### src/verilog/mips_settings.svh
/* Global widths, reset address and instruction field bounds for the
   pipelined MIPS core. Included by the package and every RTL file. */
`ifndef MIPS_SETTINGS_SVH
`define MIPS_SETTINGS_SVH

// Data and address width
`define MIPS_WORD_W 32

// Register file geometry
`define MIPS_REG_AW 5
`define MIPS_REG_COUNT 32

// First fetch address after reset
`define MIPS_RESET_PC 32'h0000_0000

// Opcode field bounds within an instruction word
`define MIPS_OPCODE_MSB 31
`define MIPS_OPCODE_LSB 26

`endif

### src/verilog/mips_pkg.sv
/* Shared pipeline types: the instruction word with its R and I views,
   opcode and function encodings, ALU operations and forward sources. */
`include "mips_settings.svh"

package mips_pkg;

	// Opcode width follows the field bounds
	localparam int OPCODE_W = `MIPS_OPCODE_MSB - `MIPS_OPCODE_LSB + 1;

	// Supported primary opcodes
	typedef enum logic [OPCODE_W-1:0] {
		OP_SPECIAL = 6'h00,
		OP_BEQ     = 6'h04,
		OP_ADDIU   = 6'h09,
		OP_LW      = 6'h23,
		OP_SW      = 6'h2b
	} opcode_t;

	// Function codes under OP_SPECIAL
	typedef enum logic [5:0] {
		FN_ADDU = 6'h21,
		FN_SUBU = 6'h23,
		FN_AND  = 6'h24,
		FN_OR   = 6'h25,
		FN_SLT  = 6'h2a
	} funct_t;

	typedef enum logic [2:0] {
		ALU_ADD,
		ALU_SUB,
		ALU_AND,
		ALU_OR,
		ALU_SLT
	} alu_op_t;

	// Where an execute operand comes from
	typedef enum logic [1:0] {
		FWD_REG,
		FWD_MEM,
		FWD_WB
	} fwd_sel_t;

	// Register-register layout
	typedef struct packed {
		opcode_t                 opcode;
		logic [`MIPS_REG_AW-1:0] rs;
		logic [`MIPS_REG_AW-1:0] rt;
		logic [`MIPS_REG_AW-1:0] rd;
		logic [4:0]              shamt;
		funct_t                  funct;
	} r_view_t;

	// Immediate layout
	typedef struct packed {
		opcode_t                 opcode;
		logic [`MIPS_REG_AW-1:0] rs;
		logic [`MIPS_REG_AW-1:0] rt;
		logic [15:0]             imm;
	} i_view_t;

	typedef union packed {
		r_view_t r;
		i_view_t i;
	} instr_t;

endpackage

### src/verilog/mips_if.sv
/* Write-back information of one pipeline latch. Driven by execute,
   watched by the hazard unit, and by decode for the register write. */
`timescale 1ns/1ps
`include "mips_settings.svh"

interface stage_result_if;

	// Instruction in this latch writes a register
	logic                    reg_write;
	logic [`MIPS_REG_AW-1:0] dest;
	// ALU result, or load data once past memory
	logic [`MIPS_WORD_W-1:0] value;
	logic                    is_load;
	// Clear for a bubble
	logic                    valid;

	modport source (
		output reg_write,
		output dest,
		output value,
		output is_load,
		output valid
	);

	modport monitor (
		input reg_write,
		input dest,
		input value,
		input is_load,
		input valid
	);

endinterface

### src/verilog/decode.sv
/* Instruction decode, register read and control generation,
   ending in the decode/execute latch. Stall or flush loads a bubble. */
`timescale 1ns/1ps
`include "mips_settings.svh"

module decode (
	input  logic                    clock,
	input  logic                    rst,
	input  logic                    stall,
	input  logic                    flush,
	input  mips_pkg::instr_t        id_instr,
	input  logic [`MIPS_WORD_W-1:0] id_pc_plus4,
	stage_result_if.monitor         wb,
	output logic [`MIPS_WORD_W-1:0] ex_operand_a,
	output logic [`MIPS_WORD_W-1:0] ex_operand_b,
	output logic [`MIPS_WORD_W-1:0] ex_store_data,
	output logic [`MIPS_WORD_W-1:0] ex_imm,
	output logic                    ex_use_imm,
	output mips_pkg::alu_op_t       ex_alu_op,
	output logic [`MIPS_REG_AW-1:0] ex_rs,
	output logic [`MIPS_REG_AW-1:0] ex_rt,
	output logic [`MIPS_REG_AW-1:0] ex_dest,
	output logic                    ex_reg_write,
	output logic                    ex_mem_read,
	output logic                    ex_mem_write,
	output logic                    ex_branch,
	output logic [`MIPS_WORD_W-1:0] ex_pc_plus4,
	output logic [`MIPS_REG_AW-1:0] id_rs,
	output logic [`MIPS_REG_AW-1:0] id_rt
);

	import mips_pkg::*;

	logic [`MIPS_WORD_W-1:0] rs_value;
	logic [`MIPS_WORD_W-1:0] rt_value;
	logic [`MIPS_WORD_W-1:0] imm;
	logic [`MIPS_REG_AW-1:0] dest;
	alu_op_t                 alu_op;
	logic                    use_imm;
	logic                    reg_write;
	logic                    mem_read;
	logic                    mem_write;
	logic                    branch;

	// Source fields, rs from the R view and rt from the I view
	assign id_rs = id_instr.r.rs;
	assign id_rt = id_instr.i.rt;
	assign imm   = {{(`MIPS_WORD_W - 16){id_instr.i.imm[15]}}, id_instr.i.imm};

	// Write port fed by the memory/writeback latch
	reg_file regs (
		.clock      (clock),
		.rst        (rst),
		.read_a     (id_rs),
		.read_b     (id_rt),
		.write_en   (wb.valid && wb.reg_write),
		.write_addr (wb.dest),
		.write_data (wb.value),
		.value_a    (rs_value),
		.value_b    (rt_value)
	);

	//------------------------------------------------------------
	// Control decode
	//------------------------------------------------------------
	always_comb begin
		use_imm   = 1'b0;
		alu_op    = ALU_ADD;
		reg_write = 1'b0;
		mem_read  = 1'b0;
		mem_write = 1'b0;
		branch    = 1'b0;
		dest      = id_instr.r.rd;
		case (id_instr.r.opcode)
			OP_SPECIAL: begin
				reg_write = 1'b1;
				case (id_instr.r.funct)
					FN_ADDU: alu_op = ALU_ADD;
					FN_SUBU: alu_op = ALU_SUB;
					FN_AND:  alu_op = ALU_AND;
					FN_OR:   alu_op = ALU_OR;
					FN_SLT:  alu_op = ALU_SLT;
					// Unsupported function, no effect
					default: reg_write = 1'b0;
				endcase
			end
			OP_ADDIU: begin
				use_imm   = 1'b1;
				reg_write = 1'b1;
				dest      = id_instr.i.rt;
			end
			OP_LW: begin
				use_imm   = 1'b1;
				reg_write = 1'b1;
				mem_read  = 1'b1;
				dest      = id_instr.i.rt;
			end
			OP_SW: begin
				use_imm   = 1'b1;
				mem_write = 1'b1;
			end
			// Compared in execute, ALU result unused
			OP_BEQ: branch = 1'b1;
			default: ;
		endcase
	end

	//------------------------------------------------------------
	// Decode/execute latch
	//------------------------------------------------------------
	always_ff @(posedge clock) begin
		if (rst || stall || flush) begin
			ex_reg_write <= 1'b0;
			ex_mem_read  <= 1'b0;
			ex_mem_write <= 1'b0;
			ex_branch    <= 1'b0;
		end else begin
			ex_reg_write <= reg_write;
			ex_mem_read  <= mem_read;
			ex_mem_write <= mem_write;
			ex_branch    <= branch;
		end
	end

	// Operand B already carries the immediate when one is used
	always_ff @(posedge clock) begin
		ex_operand_a  <= rs_value;
		ex_operand_b  <= use_imm ? imm : rt_value;
		ex_store_data <= rt_value;
		ex_imm        <= imm;
		ex_use_imm    <= use_imm;
		ex_alu_op     <= alu_op;
		ex_rs         <= id_rs;
		ex_rt         <= id_rt;
		ex_dest       <= dest;
		ex_pc_plus4   <= id_pc_plus4;
	end

endmodule

### src/verilog/execute.sv
/* Execute and memory stages: forward muxes, ALU and beq compare,
   then the execute/memory and memory/writeback latches. */
`timescale 1ns/1ps
`include "mips_settings.svh"

module execute (
	input  logic                    clock,
	input  logic                    rst,
	input  logic [`MIPS_WORD_W-1:0] ex_operand_a,
	input  logic [`MIPS_WORD_W-1:0] ex_operand_b,
	input  logic [`MIPS_WORD_W-1:0] ex_store_data,
	input  logic [`MIPS_WORD_W-1:0] ex_imm,
	input  logic                    ex_use_imm,
	input  mips_pkg::alu_op_t       ex_alu_op,
	input  logic [`MIPS_REG_AW-1:0] ex_dest,
	input  logic                    ex_reg_write,
	input  logic                    ex_mem_read,
	input  logic                    ex_mem_write,
	input  logic                    ex_branch,
	input  logic [`MIPS_WORD_W-1:0] ex_pc_plus4,
	input  mips_pkg::fwd_sel_t      sel_a,
	input  mips_pkg::fwd_sel_t      sel_b,
	input  logic [`MIPS_WORD_W-1:0] data_in,
	output logic                    branch_taken,
	output logic [`MIPS_WORD_W-1:0] branch_target,
	output logic [`MIPS_WORD_W-1:0] data_address,
	output logic [`MIPS_WORD_W-1:0] data_out,
	output logic                    mem_read,
	output logic                    mem_write,
	stage_result_if.source          mem_stage,
	stage_result_if.source          wb_stage
);

	import mips_pkg::*;

	logic [`MIPS_WORD_W-1:0] op_a;
	logic [`MIPS_WORD_W-1:0] rt_value;
	logic [`MIPS_WORD_W-1:0] alu_b;
	logic [`MIPS_WORD_W-1:0] alu_result;

	// Pick register value or a younger result
	function automatic logic [`MIPS_WORD_W-1:0] fwd_value(
		input fwd_sel_t                sel,
		input logic [`MIPS_WORD_W-1:0] reg_value
	);
		case (sel)
			FWD_MEM: return mem_stage.value;
			FWD_WB:  return wb_stage.value;
			default: return reg_value;
		endcase
	endfunction

	assign op_a     = fwd_value(sel_a, ex_operand_a);
	// rt feeds the compare, store data and R-type operand B
	assign rt_value = fwd_value(sel_b, ex_store_data);
	assign alu_b    = ex_use_imm ? ex_operand_b : rt_value;

	//------------------------------------------------------------
	// ALU and branch
	//------------------------------------------------------------
	always_comb begin
		case (ex_alu_op)
			ALU_SUB: alu_result = op_a - alu_b;
			ALU_AND: alu_result = op_a & alu_b;
			ALU_OR:  alu_result = op_a | alu_b;
			ALU_SLT: alu_result = {{(`MIPS_WORD_W - 1){1'b0}}, $signed(op_a) < $signed(alu_b)};
			default: alu_result = op_a + alu_b;
		endcase
	end

	assign branch_taken  = ex_branch && (op_a == rt_value);
	// Word offset relative to the delay-free next PC
	assign branch_target = ex_pc_plus4 + {ex_imm[`MIPS_WORD_W-3:0], 2'b00};

	//------------------------------------------------------------
	// Execute/memory latch
	//------------------------------------------------------------
	always_ff @(posedge clock) begin
		if (rst) begin
			mem_stage.reg_write <= 1'b0;
			mem_stage.is_load   <= 1'b0;
			mem_stage.valid     <= 1'b0;
			mem_write           <= 1'b0;
		end else begin
			mem_stage.reg_write <= ex_reg_write;
			mem_stage.is_load   <= ex_mem_read;
			mem_stage.valid     <= ex_reg_write | ex_mem_read | ex_mem_write | ex_branch;
			mem_write           <= ex_mem_write;
		end
	end

	always_ff @(posedge clock) begin
		mem_stage.dest  <= ex_dest;
		mem_stage.value <= alu_result;
		data_out        <= rt_value;
	end

	// Memory side, address straight from the latched ALU result
	assign data_address = mem_stage.value;
	assign mem_read     = mem_stage.is_load;

	//------------------------------------------------------------
	// Memory/writeback latch
	//------------------------------------------------------------
	always_ff @(posedge clock) begin
		if (rst) begin
			wb_stage.reg_write <= 1'b0;
			wb_stage.is_load   <= 1'b0;
			wb_stage.valid     <= 1'b0;
		end else begin
			wb_stage.reg_write <= mem_stage.reg_write;
			wb_stage.is_load   <= mem_stage.is_load;
			wb_stage.valid     <= mem_stage.valid;
		end
	end

	// Loads take memory data
	always_ff @(posedge clock) begin
		wb_stage.dest  <= mem_stage.dest;
		wb_stage.value <= mem_stage.is_load ? data_in : mem_stage.value;
	end

endmodule

### src/verilog/fetch.sv
/* Program counter and fetch/decode latch. Holds on stall,
   redirects on a taken branch and loads a no-op on flush. */
`timescale 1ns/1ps
`include "mips_settings.svh"

module fetch (
	input  logic                    clock,
	input  logic                    rst,
	input  logic                    stall,
	input  logic                    flush,
	input  logic                    branch_taken,
	input  logic [`MIPS_WORD_W-1:0] branch_target,
	input  logic [`MIPS_WORD_W-1:0] instruction_in,
	output logic [`MIPS_WORD_W-1:0] instruction_address,
	output mips_pkg::instr_t        id_instr,
	output logic [`MIPS_WORD_W-1:0] id_pc_plus4
);

	import mips_pkg::*;

	logic [`MIPS_WORD_W-1:0] pc;
	logic [`MIPS_WORD_W-1:0] pc_plus4;

	assign pc_plus4            = pc + `MIPS_WORD_W'd4;
	assign instruction_address = pc;

	// Redirect beats stall
	always_ff @(posedge clock) begin
		if (rst)
			pc <= `MIPS_RESET_PC;
		else if (branch_taken)
			pc <= branch_target;
		else if (!stall)
			pc <= pc_plus4;
	end

	// All-zero word decodes to nothing
	always_ff @(posedge clock) begin
		if (rst || flush)
			id_instr <= '0;
		else if (!stall)
			id_instr <= instruction_in;
	end

	always_ff @(posedge clock) begin
		if (!stall)
			id_pc_plus4 <= pc_plus4;
	end

endmodule

### src/verilog/hazard_unit.sv
/* Combinational hazard logic: forward source selection for the
   execute operands, load-use stall and taken-branch flush. */
`timescale 1ns/1ps
`include "mips_settings.svh"

module hazard_unit (
	input  logic                    [`MIPS_REG_AW-1:0] id_rs,
	input  logic                    [`MIPS_REG_AW-1:0] id_rt,
	input  logic                    [`MIPS_REG_AW-1:0] ex_rs,
	input  logic                    [`MIPS_REG_AW-1:0] ex_rt,
	input  logic                    [`MIPS_REG_AW-1:0] ex_dest,
	input  logic                    ex_mem_read,
	input  logic                    branch_taken,
	stage_result_if.monitor         mem_stage,
	stage_result_if.monitor         wb_stage,
	output mips_pkg::fwd_sel_t      sel_a,
	output mips_pkg::fwd_sel_t      sel_b,
	output logic                    stall,
	output logic                    flush
);

	import mips_pkg::*;

	// Memory latch first, it holds the younger result
	function automatic fwd_sel_t pick(input logic [`MIPS_REG_AW-1:0] src);
		if (src == '0)
			return FWD_REG;
		// A load still in memory has no data yet
		if (mem_stage.valid && mem_stage.reg_write && !mem_stage.is_load && mem_stage.dest == src)
			return FWD_MEM;
		if (wb_stage.valid && wb_stage.reg_write && wb_stage.dest == src)
			return FWD_WB;
		return FWD_REG;
	endfunction

	assign sel_a = pick(ex_rs);
	assign sel_b = pick(ex_rt);

	// Load in execute feeding the instruction in decode
	assign stall = ex_mem_read && ex_dest != '0 && (ex_dest == id_rs || ex_dest == id_rt);

	assign flush = branch_taken;

endmodule

### src/verilog/mips.sv
/* Top of the five-stage MIPS core. Connects the stages, the hazard
   unit and the instruction and data memory ports. */
`timescale 1ns/1ps
`include "mips_settings.svh"

module mips (
	input  logic                    clock,
	input  logic                    rst,
	input  logic [`MIPS_WORD_W-1:0] instruction_in,
	input  logic [`MIPS_WORD_W-1:0] data_in,
	output logic [`MIPS_WORD_W-1:0] instruction_address,
	output logic [`MIPS_WORD_W-1:0] data_address,
	output logic [`MIPS_WORD_W-1:0] data_out,
	output logic                    mem_read,
	output logic                    mem_write
);

	import mips_pkg::*;

	// Hazard control
	logic     stall;
	logic     flush;
	fwd_sel_t sel_a;
	fwd_sel_t sel_b;

	// Fetch to decode
	instr_t                  id_instr;
	logic [`MIPS_WORD_W-1:0] id_pc_plus4;
	logic [`MIPS_REG_AW-1:0] id_rs;
	logic [`MIPS_REG_AW-1:0] id_rt;

	// Decode/execute latch
	logic [`MIPS_WORD_W-1:0] ex_operand_a;
	logic [`MIPS_WORD_W-1:0] ex_operand_b;
	logic [`MIPS_WORD_W-1:0] ex_store_data;
	logic [`MIPS_WORD_W-1:0] ex_imm;
	logic                    ex_use_imm;
	alu_op_t                 ex_alu_op;
	logic [`MIPS_REG_AW-1:0] ex_rs;
	logic [`MIPS_REG_AW-1:0] ex_rt;
	logic [`MIPS_REG_AW-1:0] ex_dest;
	logic                    ex_reg_write;
	logic                    ex_mem_read;
	logic                    ex_mem_write;
	logic                    ex_branch;
	logic [`MIPS_WORD_W-1:0] ex_pc_plus4;

	// Branch resolved in execute
	logic                    branch_taken;
	logic [`MIPS_WORD_W-1:0] branch_target;

	// Execute/memory and memory/writeback latches
	stage_result_if mem_stage ();
	stage_result_if wb_stage ();

	//------------------------------------------------------------
	// Stages
	//------------------------------------------------------------
	fetch fetch_stage (
		.clock               (clock),
		.rst                 (rst),
		.stall               (stall),
		.flush               (flush),
		.branch_taken        (branch_taken),
		.branch_target       (branch_target),
		.instruction_in      (instruction_in),
		.instruction_address (instruction_address),
		.id_instr            (id_instr),
		.id_pc_plus4         (id_pc_plus4)
	);

	decode decode_stage (
		.clock         (clock),
		.rst           (rst),
		.stall         (stall),
		.flush         (flush),
		.id_instr      (id_instr),
		.id_pc_plus4   (id_pc_plus4),
		.wb            (wb_stage.monitor),
		.ex_operand_a  (ex_operand_a),
		.ex_operand_b  (ex_operand_b),
		.ex_store_data (ex_store_data),
		.ex_imm        (ex_imm),
		.ex_use_imm    (ex_use_imm),
		.ex_alu_op     (ex_alu_op),
		.ex_rs         (ex_rs),
		.ex_rt         (ex_rt),
		.ex_dest       (ex_dest),
		.ex_reg_write  (ex_reg_write),
		.ex_mem_read   (ex_mem_read),
		.ex_mem_write  (ex_mem_write),
		.ex_branch     (ex_branch),
		.ex_pc_plus4   (ex_pc_plus4),
		.id_rs         (id_rs),
		.id_rt         (id_rt)
	);

	execute execute_stage (
		.clock         (clock),
		.rst           (rst),
		.ex_operand_a  (ex_operand_a),
		.ex_operand_b  (ex_operand_b),
		.ex_store_data (ex_store_data),
		.ex_imm        (ex_imm),
		.ex_use_imm    (ex_use_imm),
		.ex_alu_op     (ex_alu_op),
		.ex_dest       (ex_dest),
		.ex_reg_write  (ex_reg_write),
		.ex_mem_read   (ex_mem_read),
		.ex_mem_write  (ex_mem_write),
		.ex_branch     (ex_branch),
		.ex_pc_plus4   (ex_pc_plus4),
		.sel_a         (sel_a),
		.sel_b         (sel_b),
		.data_in       (data_in),
		.branch_taken  (branch_taken),
		.branch_target (branch_target),
		.data_address  (data_address),
		.data_out      (data_out),
		.mem_read      (mem_read),
		.mem_write     (mem_write),
		.mem_stage     (mem_stage.source),
		.wb_stage      (wb_stage.source)
	);

	hazard_unit hazards (
		.id_rs        (id_rs),
		.id_rt        (id_rt),
		.ex_rs        (ex_rs),
		.ex_rt        (ex_rt),
		.ex_dest      (ex_dest),
		.ex_mem_read  (ex_mem_read),
		.branch_taken (branch_taken),
		.mem_stage    (mem_stage.monitor),
		.wb_stage     (wb_stage.monitor),
		.sel_a        (sel_a),
		.sel_b        (sel_b),
		.stall        (stall),
		.flush        (flush)
	);

endmodule

### src/verilog/reg_file.sv
/* 32-entry register file, two read ports and one write port.
   A same-cycle write is passed straight to the reads. */
`timescale 1ns/1ps
`include "mips_settings.svh"

module reg_file (
	input  logic                    clock,
	input  logic                    rst,
	input  logic [`MIPS_REG_AW-1:0] read_a,
	input  logic [`MIPS_REG_AW-1:0] read_b,
	input  logic                    write_en,
	input  logic [`MIPS_REG_AW-1:0] write_addr,
	input  logic [`MIPS_WORD_W-1:0] write_data,
	output logic [`MIPS_WORD_W-1:0] value_a,
	output logic [`MIPS_WORD_W-1:0] value_b
);

	logic [`MIPS_WORD_W-1:0] regs [`MIPS_REG_COUNT];

	// Register zero reads zero, pending write wins over array
	function automatic logic [`MIPS_WORD_W-1:0] read_port(input logic [`MIPS_REG_AW-1:0] addr);
		if (addr == '0)
			return '0;
		if (write_en && write_addr == addr)
			return write_data;
		return regs[addr];
	endfunction

	assign value_a = read_port(read_a);
	assign value_b = read_port(read_b);

	// No writes while in reset, never to register zero
	always_ff @(posedge clock) begin
		if (!rst && write_en && write_addr != '0)
			regs[write_addr] <= write_data;
	end

endmodule
### config.mk
export PLATFORM = sky130hd
export DESIGN_NAME = mips
export DESIGN_NICKNAME = d
export VERILOG_FILES = /design/src/verilog/mips_pkg.sv /design/src/verilog/mips_if.sv /design/src/verilog/decode.sv /design/src/verilog/execute.sv /design/src/verilog/fetch.sv /design/src/verilog/hazard_unit.sv /design/src/verilog/mips.sv /design/src/verilog/reg_file.sv
export VERILOG_INCLUDE_DIRS = /design/src /design/src/verilog
export SDC_FILE = /design/constraint.sdc
export NUM_CORES = 2
export LEC_CHECK = 0
export ABC_CLOCK_PERIOD_IN_PS = 4500
export BUFFER_PORTS_ARGS = -buffer_cell sky130_fd_sc_hd__buf_2
export CORE_ASPECT_RATIO = 1.5
export CORE_MARGIN = 10
export CORE_UTILIZATION = 57
export DETAILED_ROUTE_END_ITERATION = 8
export HOLD_SLACK_MARGIN = 0.15
export PLACE_DENSITY = 0.87
export SYNTH_ARGS = -nofsm -noshare
export SYNTH_HDL_FRONTEND = slang
export SYNTH_SLANG_ARGS = --single-unit
### constraint.sdc
create_clock -name clock -period 4.5 [get_ports clock]
set_input_delay 0.9 -clock clock [delete_from_list [all_inputs] [get_ports clock]]
set_output_delay 0.9 -clock clock [all_outputs]
set_load 0.005 [all_outputs]
==> flow_summary_export.csv <==
group,metric,value,unit
synth,synthTopCellsByArea,"edfxtp_1 47%, mux4_2 21%, dfxtp_1 10%, ha_1 2.4%, nor2_1 1.6%",
timing,fin_setup_tns,-2.55,ns
clock_tree,cts_sinks,1409,
route,ant_nets,0,
min_path,min_to,"decode_stage.ex_pc_plus4[14]",
layout,drive_above_1_share,0.377,
route,drt_pass1_iterations,9,
synth,synth.avg_cell_area,15.7,um^2
worst_setup_path,cp_slowest_stage_delay,0.54,ns
worst_setup_path,cp.arrival,5.49,ns
global_route,grt_pass1_wl,336000,um
worst_setup_path,slowest_stage,"or4_4",
floorplan,die_area,133000,um^2
clock_tree,tritoncts,"yes",
synth,synth.distinct_cells,86,
clock_tree,cts_root_buf,"clkbuf_16",
synth,synthAdderAreaFrac,0.0251,
clock_tree,cts.htree.levels,3,
route,wire_per_inst,36.0,um
clock_tree,clkLatencyLatePin,0.79,ns
synth,synth_ff_type,"edfxtp_1",
worst_setup_path,end_kind,"flip-flop",
timing,drv_slew,0,
clock_tree,clock_path_buffers,3,
worst_setup_path,critPathMaxFanout,7,
floorplan,start_util,0.574,
route,drt-total-wl,235000,um
min_path,hold_depth,0,
floorplan,fp.coreArea,117000,um^2
timing,hold_slack,0.337,ns
worst_setup_path,r2r_slack,-0.29,ns
place,hpwl,140000,um
worst_setup_path,path_cells,"buf_6 -> xnor2_2 -> nand3_1 -> or4_4 -> nor2_4 -> inv_2 -> ha_4 -> buf_6 -> a22oi_2 -> o21ai_0 -> buf_4 -> buf_4 -> ha_1 -> nor2_2 -> o311a_4 -> o31a_1 -> nor3_4 -> buf_12 -> buf_6 -> o31ai_4 -> a211oi_2 -> a21oi_1 -> mux2_4 -> o22ai_2",
layout,syn_to_final_growth,17.9,%
floorplan,die_w,301,um
timing,fin_ws,-0.292,ns
synth,synth.largest_area_cell,"edfxtp_1",
synth,netlist_top_cells_count,"1056 x edfxtp_1, 640 x mux4_2, 353 x dfxtp_1",
worst_setup_path,crit_path_frequent_cell,"buf_6",
status,status,"complete, but fails checks",
timing,fmax,209,MHz
floorplan,num_rows,154,
worst_setup_path,rr_worst_depth,24,
min_path,min_path_type,"flip-flop to flip-flop",
worst_setup_path,start_kind,"flip-flop",
synth,synth_edf_count,1056,
pwr,p_leak,27.6,nW
route,drcViolationCount,0,
synth,synth_top_family_by_area,"multiplexers",
global_route,grt_pass1_vias,48200,
status,violations,"setup timing",
timing,period_needed,4.79,ns
route,drt_iter0_markers,7627,
global_route,grt_use_total,0.349,
global_route,antenna_found_initial,21,
worst_setup_path,required,5.20,ns
floorplan,io_pins,164,
pwr,ir_drop,0.390,mV
synth,yosys.area_share.simple,0.0480,
timing,hold_viol,0,
worst_setup_path,criticalPathCategory,"flip-flop to flip-flop",
floorplan,die_h,441,um
worst_setup_path,r2r_start,"execute_stage.mem_stage.dest[2]",
timing,setup_violations,35,
clock_tree,holdBufCountCts,0,
place,gp_congestion,0.971,
timing,clock_skew,0.0399,ns
synth,synthArstFlopShare,0,
global_route,grt_max_degree,83,
timing,rsz0062_at_grt,"yes",
clock_tree,cts.clk_slew.worst_paths,0.07,ns
synth,synth_warnings,0,
timing,tightest_slew,1.28,ns
synth,synth_mux_area_frac,0.239,
flow_run,drv_cap,0,
place,numPortBuffers,163,
worst_setup_path,cp_num_buf_inv,7,
global_route,grt.overflow.total,0,
synth,synth-seq-area-share,0.576,
synth,synth_xor_area_frac,0.0211,
timing,relSlewSlack,0.136,
synth,yosys_register_bits,1409,
layout,fin_nets,5067,
synth,synth_compound_area_frac,0.0643,
timing,finalCritPeriodShare,1.06,
clock_tree,cts_inserted_buffers,119,
worst_setup_path,r2r_end,"execute_stage.data_address[31]",
route,via_per_inst,7.29,
synth,syn_area,67300,um^2
synth,synth_most_common_cell,"edfxtp_1",
worst_setup_path,path_delay_family,"compound AO/OA/AOI/OAI gates",
min_path,hold_start,"fetch_stage.id_pc_plus4[14]",
synth,syn_inst,4294,
pwr,powerDensity,458,nW/um^2
synth,netlist.area_leader.share,0.471,
route,route.vias.total,47700,
-- final cells by class --
type / instances / area [um^2]
repair buffers: 711 / 5760
clock inverters: 69 / 612
well taps: 1560 / 1950
multi-input cells: 2479 / 28300
clock buffers: 158 / 3410
fillers: 6937 / 37900
inverters: 148 / 566
diodes: 9 / 22.5
flip-flops and latches: 1409 / 38800
-- per-stage QoR --
stage / worst slack [ns] / power [mW] / cells / area (um^2) / util
final: -0.292 / 36.4 / 6543 / 79400 / 0.677
after global routing: -0.488 / 37.2 / 6535 / 79400 / 0.676
after CTS: -0.247 / 35.6 / 6502 / 78300 / 0.667
after detailed placement: -0.708 / 24.6 / 6243 / 73500 / 0.627
after global placement: -0.638 / 24.3 / 6243 / 73500 / 0.627
after floorplan: 0.00774 / 20.7 / 4325 / 67500 / -
-- layer usage --
metal  track usage  up-vias  routed length, um
met5             0        -                125
met4         0.279       18              24100
met3         0.115     1481              33600
met2         0.547     4758             108000
met1         0.390    23200              69100
li1              -    18200                  -
-- worst max-delay path by stage --
stage                                               start                        endpoint  slack, ns  cells past startpoint
after floorplan                    execute_stage.mem_read  execute_stage.data_address[27]      0.008                     22
after global placement      execute_stage.mem_stage.valid   execute_stage.data_address[0]      -0.64                     23
after detailed placement  execute_stage.mem_stage.dest[1]  execute_stage.data_address[27]      -0.71                     20
after CTS                           decode_stage.ex_rt[1]  execute_stage.data_address[31]      -0.25                     19
after global routing      execute_stage.mem_stage.dest[2]  execute_stage.data_address[31]      -0.49                     24
final                     execute_stage.mem_stage.dest[2]  execute_stage.data_address[31]      -0.29                     24
-- flip-flops by register name (all words and copies together), names as in the netlist, 3 cells and up, named ones only --
| name | cells |
|---|---|
| decode_stage.ex_dest | 5 |
| execute_stage.data_out | 32 |
| decode_stage.ex_store_data | 32 |
| fetch_stage.instruction_address | 32 |
| execute_stage.mem_stage.dest | 5 |
| decode_stage.ex_operand_b | 32 |
| decode_stage.ex_alu_op | 3 |
| fetch_stage.id_instr | 32 |
| decode_stage.ex_rs | 5 |
| decode_stage.ex_rt | 5 |
| decode_stage.regs.regs | 1024 |
| execute_stage.data_address | 32 |
| decode_stage.ex_imm | 16 |
| fetch_stage.id_pc_plus4 | 32 |
| decode_stage.ex_operand_a | 32 |
| decode_stage.ex_pc_plus4 | 32 |
| execute_stage.wb_stage.value | 32 |
| execute_stage.wb_stage.dest | 5 |
-- placed cells by master (no fill, tap or decap), types with 22 or more instances in the layout --
master / instances
a22oi_1: 29
o21ai_2: 33
xor2_1: 62
ha_1: 112
clkbuf_16: 133
a221o_1: 38
edfxtp_1: 1056
buf_4: 462
nor3_1: 30
buf_6: 28
a21o_1: 31
o21a_1: 28
a21oi_1: 102
buf_12: 49
conb_1: 32
buf_2: 163
inv_1: 130
nor2_1: 236
a211oi_2: 22
clkinv_2: 25
o21ai_1: 26
mux2i_1: 106
mux2_2: 52
nor2_4: 44
mux4_2: 640
nand3_1: 56
a211oi_1: 62
dfxtp_1: 333
o21ai_0: 112
xnor2_1: 95
nor2b_1: 24
nand2_1: 180
-- where the power goes --
group / internal, mW / leakage [nW] / switching [mW]
Clock: 5.88 / 1.99 / 5.02
Sequential: 16.0 / 12.6 / 0.940
Combinational: 3.44 / 13.1 / 5.09
-- logic make-up after synthesis --
group | Yosys count
flip-flops | 1409
multiplexers | 800
AND/OR/NAND/NOR | 709
AO/OA/AOI/OAI | 643
buffers and inverters | 437
XOR/XNOR | 162
adder cells (fa/ha/maj) | 133
other | 1
-- what timing repair did --
item	4_1_cts	5_1_grt
setup buffers	33	29
hold endpoints to repair	0	0
endpoints found under the setup margin	59	49
pin swaps	29	90
resized for setup	137	171
gates cloned	0	5
No activity file was read; power rests on OpenSTA's default activity.
